[config.mk]
export PLATFORM = sky130hd
export DESIGN_NAME = rx_ctrl_top
export DESIGN_NICKNAME = d
export VERILOG_FILES = /design/src/rx_ctrl_pkg.sv /design/src/rx_packet_timing.sv /design/src/rx_packet_checker.sv /design/src/ctrl_field_capture.sv /design/src/display_settings.sv /design/src/rx_ctrl_top.sv
export SDC_FILE = /design/constraint.sdc
export NUM_CORES = 1
export LEC_CHECK = 0
export BUFFER_PORTS_ARGS = -buffer_cell sky130_fd_sc_hd__buf_4
export CORE_MARGIN = 5
export CORE_UTILIZATION = 61
export DETAILED_ROUTE_END_ITERATION = 8
export PLACE_DENSITY_LB_ADDON = 0.05
export SETUP_SLACK_MARGIN = 0.5
export SLEW_MARGIN = 10
export SYNTH_ARGS = -nofsm -noshare
export SYNTH_HDL_FRONTEND = slang
export SYNTH_SLANG_ARGS = --single-unit
[constraint.sdc]
create_clock -name clk -period 4.2 [get_ports clk]
set_input_delay 1.05 -clock clk [delete_from_list [all_inputs] [get_ports clk]]
set_output_delay 1.05 -clock clk [all_outputs]
set_load 0.05 [all_outputs]
[src/rx_ctrl_pkg.sv]
package rx_ctrl_pkg;

    // control packet layout, byte indexes count from 0
    // control word n sits at byte index n+1
    localparam int CTRL_PKT_LEN  = 40;
    localparam int PKT_NUM_BYTES = 2;
    localparam int CTRL_WORDS    = 32;
    localparam int CSUM_IDX      = 34;

    // counter widths
    localparam int BYTE_CNT_W   = 6;
    localparam int PKT_NUM_W    = 11;
    localparam int CTRL_PKT_NUM = 1;

    // field widths
    localparam int PANEL_W = 10;
    localparam int SIZE_W  = 11;
    localparam int BRT_W   = 7;
    localparam int FR_W    = 16;

    // frame-rate divider for 59.94 Hz
    localparam logic [FR_W-1:0] FR_RATE_DEFAULT = 16'd20854;

    typedef enum logic [1:0] {
        IDLE,
        HEADER,
        CONTROL,
        TRAILER
    } pkt_phase_e;

    // field that the current byte belongs to
    typedef enum logic [4:0] {
        NONE, PNUM_LO, PNUM_HI,
        PANEL_LO, PANEL_HI, TOTAL_LO, TOTAL_HI, OUT_CH,
        HSIZE_LO, HSIZE_HI, VSIZE_LO, VSIZE_HI,
        BRT, GAMMA, CT_R, CT_G, CT_B,
        TEST_PAT, COLOR_LOSS, FR_LO, FR_HI, CSUM
    } ctrl_field_e;

endpackage

[src/rx_packet_timing.sv]
`timescale 1ns/1ps

module rx_packet_timing import rx_ctrl_pkg::*; (
    input  logic                  clk,
    input  logic                  qa_rstp,
    input  logic                  ovp,
    input  logic                  pac_stp,
    input  logic                  rx_dv,
    input  logic [7:0]            d,
    input  logic                  rx_er,
    output logic                  byte_valid,
    output logic [7:0]            byte_data,
    output logic                  rx_er_q,
    output ctrl_field_e           field_sel,
    output logic [BYTE_CNT_W-1:0] byte_count,
    output logic                  pkt_end
);

    logic [PKT_NUM_W-1:0] pkt_cnt;
    logic [PKT_NUM_W-1:0] pkt_cnt_nxt;
    pkt_phase_e           phase;
    ctrl_field_e          field_nxt;
    int                   word;

    // packet position in the frame, saturates at all ones
    always_comb begin
        pkt_cnt_nxt = pkt_cnt;
        if (ovp) begin
            pkt_cnt_nxt = '0;
        end else if (pac_stp && !(&pkt_cnt)) begin
            pkt_cnt_nxt = pkt_cnt + 1'b1;
        end
    end

    always_ff @(posedge clk) begin
        if (qa_rstp) begin
            pkt_cnt <= '1;
        end else begin
            pkt_cnt <= pkt_cnt_nxt;
        end
    end

    // bytes so far, also the index of the byte now on d
    always_ff @(posedge clk) begin
        if (qa_rstp || pac_stp) begin
            byte_count <= '0;
        end else if (rx_dv && !(&byte_count)) begin
            byte_count <= byte_count + 1'b1;
        end
    end

    // only the control packet leaves IDLE
    always_ff @(posedge clk) begin
        if (qa_rstp) begin
            phase <= IDLE;
        end else if (pac_stp) begin
            phase <= (pkt_cnt_nxt == PKT_NUM_W'(CTRL_PKT_NUM)) ? HEADER : IDLE;
        end else if (byte_valid && !rx_dv) begin
            phase <= IDLE;
        end else if (rx_dv) begin
            case (phase)
                HEADER:  phase <= (int'(byte_count) == PKT_NUM_BYTES - 1) ? CONTROL : HEADER;
                CONTROL: phase <= (int'(byte_count) == PKT_NUM_BYTES + CTRL_WORDS - 1) ?
                                  TRAILER : CONTROL;
                default: phase <= phase;
            endcase
        end
    end

    // byte index to field, by control word number
    always_comb begin
        field_nxt = NONE;
        word      = int'(byte_count) - 1;
        if (rx_dv) begin
            case (phase)
                HEADER:  field_nxt = (byte_count == '0) ? PNUM_LO : PNUM_HI;
                CONTROL: begin
                    case (word)
                        1:       field_nxt = PANEL_LO;
                        2:       field_nxt = PANEL_HI;
                        3:       field_nxt = TOTAL_LO;
                        4:       field_nxt = TOTAL_HI;
                        5:       field_nxt = OUT_CH;
                        6:       field_nxt = HSIZE_LO;
                        7:       field_nxt = HSIZE_HI;
                        8:       field_nxt = VSIZE_LO;
                        9:       field_nxt = VSIZE_HI;
                        11:      field_nxt = BRT;
                        12:      field_nxt = GAMMA;
                        13:      field_nxt = CT_R;
                        14:      field_nxt = CT_G;
                        15:      field_nxt = CT_B;
                        17:      field_nxt = TEST_PAT;
                        18:      field_nxt = COLOR_LOSS;
                        25:      field_nxt = FR_LO;
                        26:      field_nxt = FR_HI;
                        default: field_nxt = NONE;
                    endcase
                end
                TRAILER: field_nxt = (int'(byte_count) == CSUM_IDX) ? CSUM : NONE;
                default: field_nxt = NONE;
            endcase
        end
    end

    always_ff @(posedge clk) begin
        if (qa_rstp) begin
            byte_valid <= 1'b0;
            rx_er_q    <= 1'b0;
            field_sel  <= NONE;
            pkt_end    <= 1'b0;
        end else begin
            byte_valid <= rx_dv;
            rx_er_q    <= rx_er;
            field_sel  <= field_nxt;
            // falling edge of registered rx_dv
            pkt_end    <= byte_valid && !rx_dv && (phase != IDLE);
        end
    end

    always_ff @(posedge clk) begin
        byte_data <= d;
    end

endmodule

[src/rx_packet_checker.sv]
`timescale 1ns/1ps

module rx_packet_checker import rx_ctrl_pkg::*; (
    input  logic                  clk,
    input  logic                  qa_rstp,
    input  logic                  rx_ok,
    input  logic                  byte_valid,
    input  logic [7:0]            byte_data,
    input  logic                  rx_er_q,
    input  ctrl_field_e           field_sel,
    input  logic [BYTE_CNT_W-1:0] byte_count,
    input  logic                  pkt_end,
    output logic                  commit,
    output logic                  pac1_ok,
    output logic                  ctrld_csum_ok
);

    logic [15:0] pkt_num;
    logic [7:0]  csum_rx;
    logic [7:0]  csum_acc;
    logic        er_seen;
    logic        in_ctrl_data;
    logic        accept;

    // byte_count already counts the byte on byte_data
    assign in_ctrl_data = byte_valid && (int'(byte_count) > PKT_NUM_BYTES) &&
                          (int'(byte_count) <= CSUM_IDX);

    // packet number and checksum byte as received
    always_ff @(posedge clk) begin
        if (field_sel == PNUM_LO) begin
            pkt_num[7:0] <= byte_data;
        end
        if (field_sel == PNUM_HI) begin
            pkt_num[15:8] <= byte_data;
        end
        if (field_sel == CSUM) begin
            csum_rx <= byte_data;
        end
    end

    // running sum and error latch restart with each control packet
    always_ff @(posedge clk) begin
        if (qa_rstp) begin
            csum_acc <= '0;
            er_seen  <= 1'b0;
        end else if (field_sel == PNUM_LO) begin
            csum_acc <= '0;
            er_seen  <= rx_er_q;
        end else begin
            if (in_ctrl_data) begin
                csum_acc <= csum_acc + byte_data;
            end
            if (rx_er_q) begin
                er_seen <= 1'b1;
            end
        end
    end

    assign accept = rx_ok && (byte_count == BYTE_CNT_W'(CTRL_PKT_LEN)) && !er_seen &&
                    (pkt_num == 16'(CTRL_PKT_NUM));

    always_ff @(posedge clk) begin
        if (qa_rstp) begin
            commit        <= 1'b0;
            pac1_ok       <= 1'b0;
            ctrld_csum_ok <= 1'b0;
        end else begin
            commit <= pkt_end && accept;
            if (pkt_end) begin
                pac1_ok       <= accept;
                // reported only, acceptance ignores it
                ctrld_csum_ok <= (csum_acc == csum_rx);
            end
        end
    end

endmodule

[src/ctrl_field_capture.sv]
`timescale 1ns/1ps

module ctrl_field_capture import rx_ctrl_pkg::*; (
    input  logic               clk,
    input  logic               qa_rstp,
    input  logic               byte_valid,
    input  logic [7:0]         byte_data,
    input  ctrl_field_e        field_sel,
    input  logic               commit,
    output logic [PANEL_W-1:0] panel_num,
    output logic [PANEL_W-1:0] total_panel,
    output logic [2:0]         out_ch,
    output logic [SIZE_W-1:0]  h_size,
    output logic [SIZE_W-1:0]  v_size,
    output logic [2:0]         color_loss,
    output logic [BRT_W-1:0]   rx_brt,
    output logic [2:0]         rx_gam,
    output logic [3:0]         rx_ct_r,
    output logic [3:0]         rx_ct_g,
    output logic [3:0]         rx_ct_b,
    output logic [7:0]         rx_test_pat,
    output logic [FR_W-1:0]    rx_fr_rate,
    output logic               rx_backup
);

    // staged fields, written as the bytes go by
    logic [7:0]         panel_lo;
    logic [PANEL_W-9:0] panel_hi;
    logic               backup_s;
    logic [7:0]         total_lo;
    logic [PANEL_W-9:0] total_hi;
    logic [2:0]         out_ch_s;
    logic [7:0]         hsize_lo;
    logic [SIZE_W-9:0]  hsize_hi;
    logic [7:0]         vsize_lo;
    logic [SIZE_W-9:0]  vsize_hi;
    logic [BRT_W-1:0]   brt_s;
    logic [2:0]         gam_s;
    logic [3:0]         ct_r_s;
    logic [3:0]         ct_g_s;
    logic [3:0]         ct_b_s;
    logic [7:0]         test_pat_s;
    logic [2:0]         cl_s;
    logic [7:0]         fr_lo;
    logic [7:0]         fr_hi;

    always_ff @(posedge clk) begin
        if (byte_valid) begin
            case (field_sel)
                PANEL_LO:   panel_lo <= byte_data;
                PANEL_HI: begin
                    panel_hi <= byte_data[PANEL_W-9:0];
                    backup_s <= byte_data[6];
                end
                TOTAL_LO:   total_lo   <= byte_data;
                TOTAL_HI:   total_hi   <= byte_data[PANEL_W-9:0];
                OUT_CH:     out_ch_s   <= byte_data[2:0];
                HSIZE_LO:   hsize_lo   <= byte_data;
                HSIZE_HI:   hsize_hi   <= byte_data[SIZE_W-9:0];
                VSIZE_LO:   vsize_lo   <= byte_data;
                VSIZE_HI:   vsize_hi   <= byte_data[SIZE_W-9:0];
                BRT:        brt_s      <= byte_data[BRT_W-1:0];
                GAMMA:      gam_s      <= byte_data[2:0];
                CT_R:       ct_r_s     <= byte_data[3:0];
                CT_G:       ct_g_s     <= byte_data[3:0];
                CT_B:       ct_b_s     <= byte_data[3:0];
                TEST_PAT:   test_pat_s <= byte_data;
                COLOR_LOSS: cl_s       <= byte_data[2:0];
                FR_LO:      fr_lo      <= byte_data;
                FR_HI:      fr_hi      <= byte_data;
                default: ;
            endcase
        end
    end

    // all fields move together on an accepted packet
    always_ff @(posedge clk) begin
        if (qa_rstp) begin
            panel_num   <= '0;
            total_panel <= '0;
            out_ch      <= '0;
            h_size      <= '0;
            v_size      <= '0;
            color_loss  <= '0;
            rx_brt      <= '0;
            rx_gam      <= '0;
            rx_ct_r     <= '0;
            rx_ct_g     <= '0;
            rx_ct_b     <= '0;
            rx_test_pat <= '0;
            rx_fr_rate  <= '0;
            rx_backup   <= 1'b0;
        end else if (commit) begin
            panel_num   <= {panel_hi, panel_lo};
            total_panel <= {total_hi, total_lo};
            out_ch      <= out_ch_s;
            h_size      <= {hsize_hi, hsize_lo};
            v_size      <= {vsize_hi, vsize_lo};
            color_loss  <= cl_s;
            rx_brt      <= brt_s;
            rx_gam      <= gam_s;
            rx_ct_r     <= ct_r_s;
            rx_ct_g     <= ct_g_s;
            rx_ct_b     <= ct_b_s;
            rx_test_pat <= test_pat_s;
            rx_fr_rate  <= {fr_hi, fr_lo};
            rx_backup   <= backup_s;
        end
    end

endmodule

[src/display_settings.sv]
`timescale 1ns/1ps

module display_settings import rx_ctrl_pkg::*; (
    input  logic             clk,
    input  logic             qa_rstp,
    input  logic             rx_ok,
    input  logic             pixel_disp_on,
    input  logic [3:0]       test_dsw,
    input  logic [7:0]       cmd_test_pat,
    input  logic [BRT_W-1:0] cmd_brightness,
    input  logic [2:0]       cmd_gamma,
    input  logic [3:0]       cmd_ct_red,
    input  logic [3:0]       cmd_ct_green,
    input  logic [3:0]       cmd_ct_blue,
    input  logic [BRT_W-1:0] rx_brt,
    input  logic [2:0]       rx_gam,
    input  logic [3:0]       rx_ct_r,
    input  logic [3:0]       rx_ct_g,
    input  logic [3:0]       rx_ct_b,
    input  logic [7:0]       rx_test_pat,
    input  logic [FR_W-1:0]  rx_fr_rate,
    input  logic             rx_backup,
    output logic [BRT_W-1:0] brightness,
    output logic [2:0]       gamma,
    output logic [3:0]       ct_red,
    output logic [3:0]       ct_green,
    output logic [3:0]       ct_blue,
    output logic [7:0]       test_pat,
    output logic [FR_W-1:0]  fr_rate,
    output logic             backup,
    output logic             color_loss_on_n
);

    logic       dsw_pat_on;
    logic       cmd_pat_on;
    logic [7:0] dsw_pat;
    logic [7:0] fallback_pat;

    assign dsw_pat_on = |test_dsw;
    // pattern groups 0x, 1x, 2x and 4x with a nonzero low nibble
    assign cmd_pat_on = (cmd_test_pat[6:4] inside {3'd0, 3'd1, 3'd2, 3'd4}) &&
                        (|cmd_test_pat[3:0]);
    // DIP switch is wired bit-reversed
    assign dsw_pat      = {4'h0, test_dsw[0], test_dsw[1], test_dsw[2], test_dsw[3]};
    assign fallback_pat = cmd_pat_on ? cmd_test_pat : dsw_pat;

    always_ff @(posedge clk) begin
        if (qa_rstp) begin
            brightness      <= '0;
            gamma           <= '0;
            ct_red          <= '0;
            ct_green        <= '0;
            ct_blue         <= '0;
            test_pat        <= '0;
            fr_rate         <= '0;
            backup          <= 1'b0;
            color_loss_on_n <= 1'b1;
        end else begin
            brightness <= rx_ok ? rx_brt : cmd_brightness;
            gamma      <= rx_ok ? rx_gam : cmd_gamma;
            ct_red     <= rx_ok ? rx_ct_r : cmd_ct_red;
            ct_green   <= rx_ok ? rx_ct_g : cmd_ct_green;
            ct_blue    <= rx_ok ? rx_ct_b : cmd_ct_blue;
            // pixel display mode blanks the pattern
            test_pat   <= pixel_disp_on ? 8'h00 : (rx_ok ? rx_test_pat : fallback_pat);
            fr_rate    <= rx_ok ? rx_fr_rate : FR_RATE_DEFAULT;
            backup     <= rx_ok && rx_backup;
            // low means no signal and nothing else to show
            color_loss_on_n <= rx_ok || pixel_disp_on || dsw_pat_on || cmd_pat_on;
        end
    end

endmodule

[src/rx_ctrl_top.sv]
`timescale 1ns/1ps

module rx_ctrl_top import rx_ctrl_pkg::*; (
    input  logic               clk,
    input  logic               qa_rstp,
    input  logic               ovp,
    input  logic               pac_stp,
    input  logic               rx_dv,
    input  logic [7:0]         d,
    input  logic               rx_er,
    input  logic               rx_ok,
    input  logic               pixel_disp_on,
    input  logic [3:0]         test_dsw,
    input  logic [7:0]         cmd_test_pat,
    input  logic [BRT_W-1:0]   cmd_brightness,
    input  logic [2:0]         cmd_gamma,
    input  logic [3:0]         cmd_ct_red,
    input  logic [3:0]         cmd_ct_green,
    input  logic [3:0]         cmd_ct_blue,
    output logic               ctrl_update,
    output logic               pac1_ok,
    output logic               ctrld_csum_ok,
    output logic [PANEL_W-1:0] panel_num,
    output logic [PANEL_W-1:0] total_panel,
    output logic [2:0]         out_ch,
    output logic [SIZE_W-1:0]  h_size,
    output logic [SIZE_W-1:0]  v_size,
    output logic [2:0]         color_loss,
    output logic [BRT_W-1:0]   brightness,
    output logic [2:0]         gamma,
    output logic [3:0]         ct_red,
    output logic [3:0]         ct_green,
    output logic [3:0]         ct_blue,
    output logic [7:0]         test_pat,
    output logic [FR_W-1:0]    fr_rate,
    output logic               backup,
    output logic               color_loss_on_n
);

    logic                  byte_valid;
    logic [7:0]            byte_data;
    logic                  rx_er_q;
    ctrl_field_e           field_sel;
    logic [BYTE_CNT_W-1:0] byte_count;
    logic                  pkt_end;

    // received settings, before the fallback select
    logic [BRT_W-1:0] rx_brt;
    logic [2:0]       rx_gam;
    logic [3:0]       rx_ct_r;
    logic [3:0]       rx_ct_g;
    logic [3:0]       rx_ct_b;
    logic [7:0]       rx_test_pat;
    logic [FR_W-1:0]  rx_fr_rate;
    logic             rx_backup;

    rx_packet_timing rx_packet_timing_i (
        .clk        (clk),
        .qa_rstp    (qa_rstp),
        .ovp        (ovp),
        .pac_stp    (pac_stp),
        .rx_dv      (rx_dv),
        .d          (d),
        .rx_er      (rx_er),
        .byte_valid (byte_valid),
        .byte_data  (byte_data),
        .rx_er_q    (rx_er_q),
        .field_sel  (field_sel),
        .byte_count (byte_count),
        .pkt_end    (pkt_end)
    );

    // commit drives ctrl_update directly
    rx_packet_checker rx_packet_checker_i (
        .clk           (clk),
        .qa_rstp       (qa_rstp),
        .rx_ok         (rx_ok),
        .byte_valid    (byte_valid),
        .byte_data     (byte_data),
        .rx_er_q       (rx_er_q),
        .field_sel     (field_sel),
        .byte_count    (byte_count),
        .pkt_end       (pkt_end),
        .commit        (ctrl_update),
        .pac1_ok       (pac1_ok),
        .ctrld_csum_ok (ctrld_csum_ok)
    );

    ctrl_field_capture ctrl_field_capture_i (
        .clk         (clk),
        .qa_rstp     (qa_rstp),
        .byte_valid  (byte_valid),
        .byte_data   (byte_data),
        .field_sel   (field_sel),
        .commit      (ctrl_update),
        .panel_num   (panel_num),
        .total_panel (total_panel),
        .out_ch      (out_ch),
        .h_size      (h_size),
        .v_size      (v_size),
        .color_loss  (color_loss),
        .rx_brt      (rx_brt),
        .rx_gam      (rx_gam),
        .rx_ct_r     (rx_ct_r),
        .rx_ct_g     (rx_ct_g),
        .rx_ct_b     (rx_ct_b),
        .rx_test_pat (rx_test_pat),
        .rx_fr_rate  (rx_fr_rate),
        .rx_backup   (rx_backup)
    );

    display_settings display_settings_i (
        .clk             (clk),
        .qa_rstp         (qa_rstp),
        .rx_ok           (rx_ok),
        .pixel_disp_on   (pixel_disp_on),
        .test_dsw        (test_dsw),
        .cmd_test_pat    (cmd_test_pat),
        .cmd_brightness  (cmd_brightness),
        .cmd_gamma       (cmd_gamma),
        .cmd_ct_red      (cmd_ct_red),
        .cmd_ct_green    (cmd_ct_green),
        .cmd_ct_blue     (cmd_ct_blue),
        .rx_brt          (rx_brt),
        .rx_gam          (rx_gam),
        .rx_ct_r         (rx_ct_r),
        .rx_ct_g         (rx_ct_g),
        .rx_ct_b         (rx_ct_b),
        .rx_test_pat     (rx_test_pat),
        .rx_fr_rate      (rx_fr_rate),
        .rx_backup       (rx_backup),
        .brightness      (brightness),
        .gamma           (gamma),
        .ct_red          (ct_red),
        .ct_green        (ct_green),
        .ct_blue         (ct_blue),
        .test_pat        (test_pat),
        .fr_rate         (fr_rate),
        .backup          (backup),
        .color_loss_on_n (color_loss_on_n)
    );

endmodule

### Yosys cells after proc, flatten, opt, wreduce, memory -nomap -nowiden

Memory sizes are Yosys's and may differ from the RTL's.
Index checks and enable logic that the tools add are counted.

* bits of input ports: 50
* bits in registers: 309
* logic and storage cells: 180
* output and inout port bits: 99
* ROM bits: 160
* memories: 1

* muxes and demuxes: 23
* equal/unequal tests: 34
* reduce and logical (&&, ||, !) cells: 55
* add/sub/neg operators: 4
* magnitude comparators: 2
* bitwise gates (word level): 2

Memory list
* (name not given): words 32, bits a word 5, rd ports 1, clocked after Yosys merged registers in 0, write ports 0, RTL line rx_packet_timing.sv:78 `case (word)`

Operator list (count)
* 5-bit by 4-bit equality test with 1-bit output (second input constant): 8
* 2-bit AND reduction: 19
* 5-bit equality test (second input constant): 6
* 27-bit zero test: 1
* 11-bit two-way mux: 2
* 5-bit by 3-bit equality test with 1-bit output (second input constant): 4
* 6-bit equality test (second input constant): 3
* 16-bit by 1-bit equality test with 1-bit output (second input constant): 1
* 8-bit two-way mux: 2
* 15-bit two-way mux: 1
* 5-bit one-hot mux with 3 select lines: 1
* 1-bit logical AND: 12
* 4-bit two-way mux: 3
* 11-bit by 1-bit adder with 11-bit output (second input constant): 1
* 11-bit by 1-bit equality test with 1-bit output (second input constant): 1
* 11-bit AND reduction: 1
* 5-bit by 2-bit equality test with 1-bit output (second input constant): 2
* 2-bit two-way mux: 5
* 5-bit two-way mux: 2
* 8-bit adder: 1
* 8-bit equality test: 1
* 4-bit nonzero test: 2
* 2-bit OR reduction: 4
* 4-bit OR reduction: 2
* 23 further kinds: 35

### Longest topological paths before layout

* word-level depth: 8
* gate-level depth with buffers: 10
* gate-level depth less buffers: 9

### Modules after synthesis

A second synthesis with hierarchy kept.

* cell total of the unflattened synthesis: 956
* area, all modules: 11760.0 sq um

By module, submodules not included
* ctrl_field_capture: cells an instance 432, times used 1, area an instance 6399.9 sq um, sequential area each 4754.6 sq um
* rx_packet_timing: cells an instance 219, times used 1, area an instance 2003.2 sq um, sequential area each 700.7 sq um
* rx_packet_checker: cells an instance 142, times used 1, area an instance 1700.4 sq um, sequential area each 960.9 sq um
* display_settings: cells an instance 163, times used 1, area an instance 1656.6 sq um, sequential area each 960.9 sq um

### Worst setup path after synthesis

Ideal clock, no wire load.

* path type: register to register
* start: reg rx_packet_timing_i.byte_data[0]
* end: reg rx_packet_checker_i.csum_acc[6]
* data arrival time: 2007 ps
* clock period less this slack: 2132 ps
* stages on the path, launching flop included: 9
* path buffers: 0
* setup time: 125 ps
* path slack: 2068 ps
* required time: 4075 ps
* cell sequence: dfxtp_1 ha_1 inv_1 fa_1 nand2b_1 a21boi_0 o21ai_0 a211oi_1 o21ai_0

* longest elaborated chain between the ends: 1

Ends and longest elaborated chain
* start, declared: RTL line rx_packet_timing.sv:12 `output logic [7:0] byte_data,`
* start signal, assigned: RTL line rx_packet_timing.sv:122 `byte_data <= d;`
* 8-bit adder: RTL line rx_packet_checker.sv:52 `csum_acc <= csum_acc + byte_data;`
* end signal, assigned: RTL line rx_packet_checker.sv:52
* end, declared: RTL line rx_packet_checker.sv:20 `logic [7:0] csum_acc;`

No other way between the ends.
A chain may end at the register's enable or synchronous reset.

### Final worst setup path

* start: reg rx_packet_checker_i.commit
* end: out ctrl_update

RTL lines
* start, declared: RTL line rx_packet_checker.sv:13 `output logic commit,`
* start signal, assigned: RTL line rx_packet_checker.sv:69 `commit <= pkt_end && accept;`
* end, declared: RTL line rx_ctrl_top.sv:20 `output logic ctrl_update,`

No word-level cell between the ends.

==> results.md <==
* Leakage power at 5.21 nW
* Post-synth EDFFs at 119
* # hold bufs at CTS at 0
* Max Freq at 382 MHz
* Root Buffer: clkbuf_16
* Row count at 50
* Register area share after synthesis at 64.7%
* Num ports at 149
* Share of cells above drive strength 1 at just under 20%
* Worst reg2reg endpoint: rx_packet_timing_i.field_sel[2]$_SDFF_PP0_
* Worst slack, placed at between 1 and 1.5 ns
* XOR/XNOR Fraction of Synth Area at 2.00%
* Peak VDD IR at ~0.00037 V
* Post-route minimum period at 2.62 ns
* Critical-path cell list: buf_4
* CP endpoint kind: output port
* Routed wire length at 24500 µm
* Setup TNS at 0 ns
* CTS resizes at 0
* Flops & latches, synth at 309
* Crit path DAT at 1.57 ns
* Util after Layout at about 74%
* Antenna Cells at 0
* Fill count at between 1000 and 1500
* TritonCTS buffer count at 30
* CORE AREA at 18600 µm²
* Congestion Overflow GR at 0
* CP Class: reg2out
* Worst clock skew at 0.0103 ns
* Final setup viols at 0
* IO buf count at 148
* Net Count, Synth at a little over 1000
* Iter 0 DRT Violations at 430
* R2R Path Start: rx_packet_timing_i.byte_count[0]$_SDFFE_PP0P_
* Compound-Gate Fraction of Synth Area at 5.50%
* Routability-driven placement congestion ratio at between 0.8 and 0.9
* Fin crit share at 62.3%
* Die width at 147 µm
* Storage cell area at 7380 µm²
* Buffers & Inverters on Critical Path at 1
* CTS H-tree depth at 1
* Yosys warnings at 0
* Post-Syn Instances at 940
* Worst path slowest cell: dfxtp_4
* Residual DRC at 0
* Starting Density at 61.3%
* WHS Endpoint: rx_packet_checker_i.er_seen$_SDFFE_PP0P_
* Avg Inst Size Synth at around 12 µm²
* Multi-input combinational cell area at between 3000 and 4000 µm²
* Full die area at 21500 µm²
* Clock Tree Buf Depth at 3
* Worst min path class: reg2reg
* Hpwl dp at between 15000 and 20000 µm
* Power Dens Cells at 445 nW/µm²
* CTS tree: yes
* Unique masters post-synth at 66
* Final Max Slew Viols at 0
* Mux cell area share after synthesis at ~11%
* Area Growth Syn to Fin at 20.0%
* Max_cap viols at 0
* Hold Startpoint: rx_packet_timing_i.rx_er_q$_SDFF_PP0_
* RSZ-0062 raised after global routing: false
* Main combinational cell family by area after synthesis: simple AND/OR/NAND/NOR gates
* Die H at around 150 µm
* CP max stage delay at ~0.71 ns
* R2R depth at 9
* Vias in the first global route at 7238
* Status: finished, final reports clean
* Hold WS at ~0.45 ns
* Synth Cell Area at 11400 µm²
* WL/cell at approximately 18 µm
* Largest net degree at the start of global routing at 50
* Power Total at 6.09 mW
* Routed Antenna Nets at 0
* Crit-path max FO at 31
* First-pass GRT wire length at approximately 40000 µm
* Critical Path RT at 3.15 ns
* Later-pin clock latency in the skew report at 0.54 ns
* Vias at between 7000 and 8000
* Via density at ~5.5
* Synth Area in Simple Gates at 12.2%
* Main flop type after synthesis: dfxtp_1
* Hold Vio Cnt, Final at 0
* GR Util All Layers at 22.2%
* CTS Sinks at between 300 and 400
* Detailed Routing Iterations Pass 1 at 5
* Initial antenna violation count at 0
* R2R setup slack at 1.75 ns
* Least-Margin Pin Slew at 1.20 ns
* NumNets Final at 1152
* Worst path top cell family by delay: flip-flops
* Hold path depth at 2
* Setup bufs post-CTS at 0
* Synth async-reset ratio at 0%
* Clk pin slew, worst setup/hold paths at 0.07 ns
* Worst Setup Start Kind: flop
* Normalized max-slew margin at 19.2%
* Final worst slack at 1.58 ns
* Most frequent cells in the layout: dfxtp_1, nor2_1, buf_4
* Synth Area in Adders at 1.82%
* Commonest non-fill, non-tap cell in the layout: dfxtp_1
==> power by group <==
| group | leakage (nW) | total, mW | internal, mW | switching, mW |
|---|---|---|---|---|
| registers | 2.61 | 3.16 | 3.14 | 0.0260 |
| logic | 2.12 | 0.305 | 0.111 | 0.194 |
| clock network | 0.474 | 2.62 | 1.55 | 1.07 |
| total | 5.21 | 6.09 | 4.80 | 1.29 |
==> cell families after synthesis <==
family / count (synthesis)
XOR/XNOR: 26
AO/OA/AOI/OAI: 90
AND/OR/NAND/NOR: 302
flip-flops: 309
multiplexers: 127
buffers and inverters: 70
adder cells (fa/ha/maj): 16
==> through the flow <==
| stage | cell area (µm²) | std cells |
|---|---|---|
| after floorplan | 11400 | 940 |
| after global placement | 12700 | 1288 |
| after detailed placement | 12700 | 1288 |
| after CTS | 13700 | 1344 |
| after global routing | 13700 | 1344 |
| final | 13700 | 1344 |
==> area by class of cell <==
class / count / share of cell area [%]
Sequential cell: 309 / 54.0
Multi-Input combinational cell: 561 / 27.3
Timing Repair Buffer: 163 / 8.94
Clock buffer: 40 / 5.99
Tap cell: 234 / 2.14
Clock inverter: 16 / 1.10
Inverter: 21 / 0.576
==> worst max-delay path by stage <==
stage / start / to / slack [ns] / depth (start not counted)
4_1_cts: rx_packet_checker_i.commit$_SDFF_PP0_ / ctrl_update / 1.57 / 1
3_3_place_gp: rx_ok / rx_packet_checker_i.pac1_ok$_SDFFE_PP0P_ / 1.45 / 6
3_5_place_dp: rx_ok / rx_packet_checker_i.pac1_ok$_SDFFE_PP0P_ / 1.41 / 6
5_1_grt: rx_packet_timing_i.byte_count[0]$_SDFFE_PP0P_ / rx_packet_timing_i.field_sel[2]$_SDFF_PP0_ / 1.47 / 9
6_report: rx_packet_checker_i.commit$_SDFF_PP0_ / ctrl_update / 1.58 / 1
2_1_floorplan: rx_packet_timing_i.byte_data[0]$_DFF_P_ / rx_packet_checker_i.csum_acc[6]$_SDFFE_PP0P_ / 2.07 / 8
==> synthesized netlist by cell type (5+ instances only) <==
cell type	n	area (µm²)
buf_2	11	55.1
nor3_1	16	80.1
nor4_1	10	62.6
nand4_1	10	62.6
buf_1	14	52.6
nand2_1	30	113
ha_1	15	188
nor2_1	167	627
a21oi_1	15	75.1
nand3_1	15	75.1
mux2i_1	126	1260
o21ai_0	20	100
inv_1	20	75.1
edfxtp_1	119	3570
nand2b_1	14	87.6
dfxtp_1	190	3800
o21a_1	8	60.1
clkbuf_1	22	82.6
and3_1	13	81.3
a21o_1	5	37.5
xor2_1	17	149
xnor2_1	9	78.8
==> registers in the layout, indices dropped and copies added, names as in the netlist, 10 cells and up <==
| signal | flops |
|---|---|
| ctrl_field_capture_i.rx_fr_rate | 16 |
| display_settings_i.fr_rate | 16 |
| rx_packet_checker_i.pkt_num | 16 |
| ctrl_field_capture_i.h_size | 11 |
| ctrl_field_capture_i.v_size | 11 |
| rx_packet_timing_i.pkt_cnt | 11 |
| ctrl_field_capture_i.panel_num | 10 |
| ctrl_field_capture_i.total_panel | 10 |
==> metal layers <==
layer	global-route usage (%)	part of all wire, %	vias to the layer above
li1	-	-	3631
met1	30.2	43	3545
met2	37.6	49	227
met3	4.16	6.4	32
met4	4.52	1.4	0
met5	0	0	-
No activity file was read; power rests on OpenSTA's default activity.
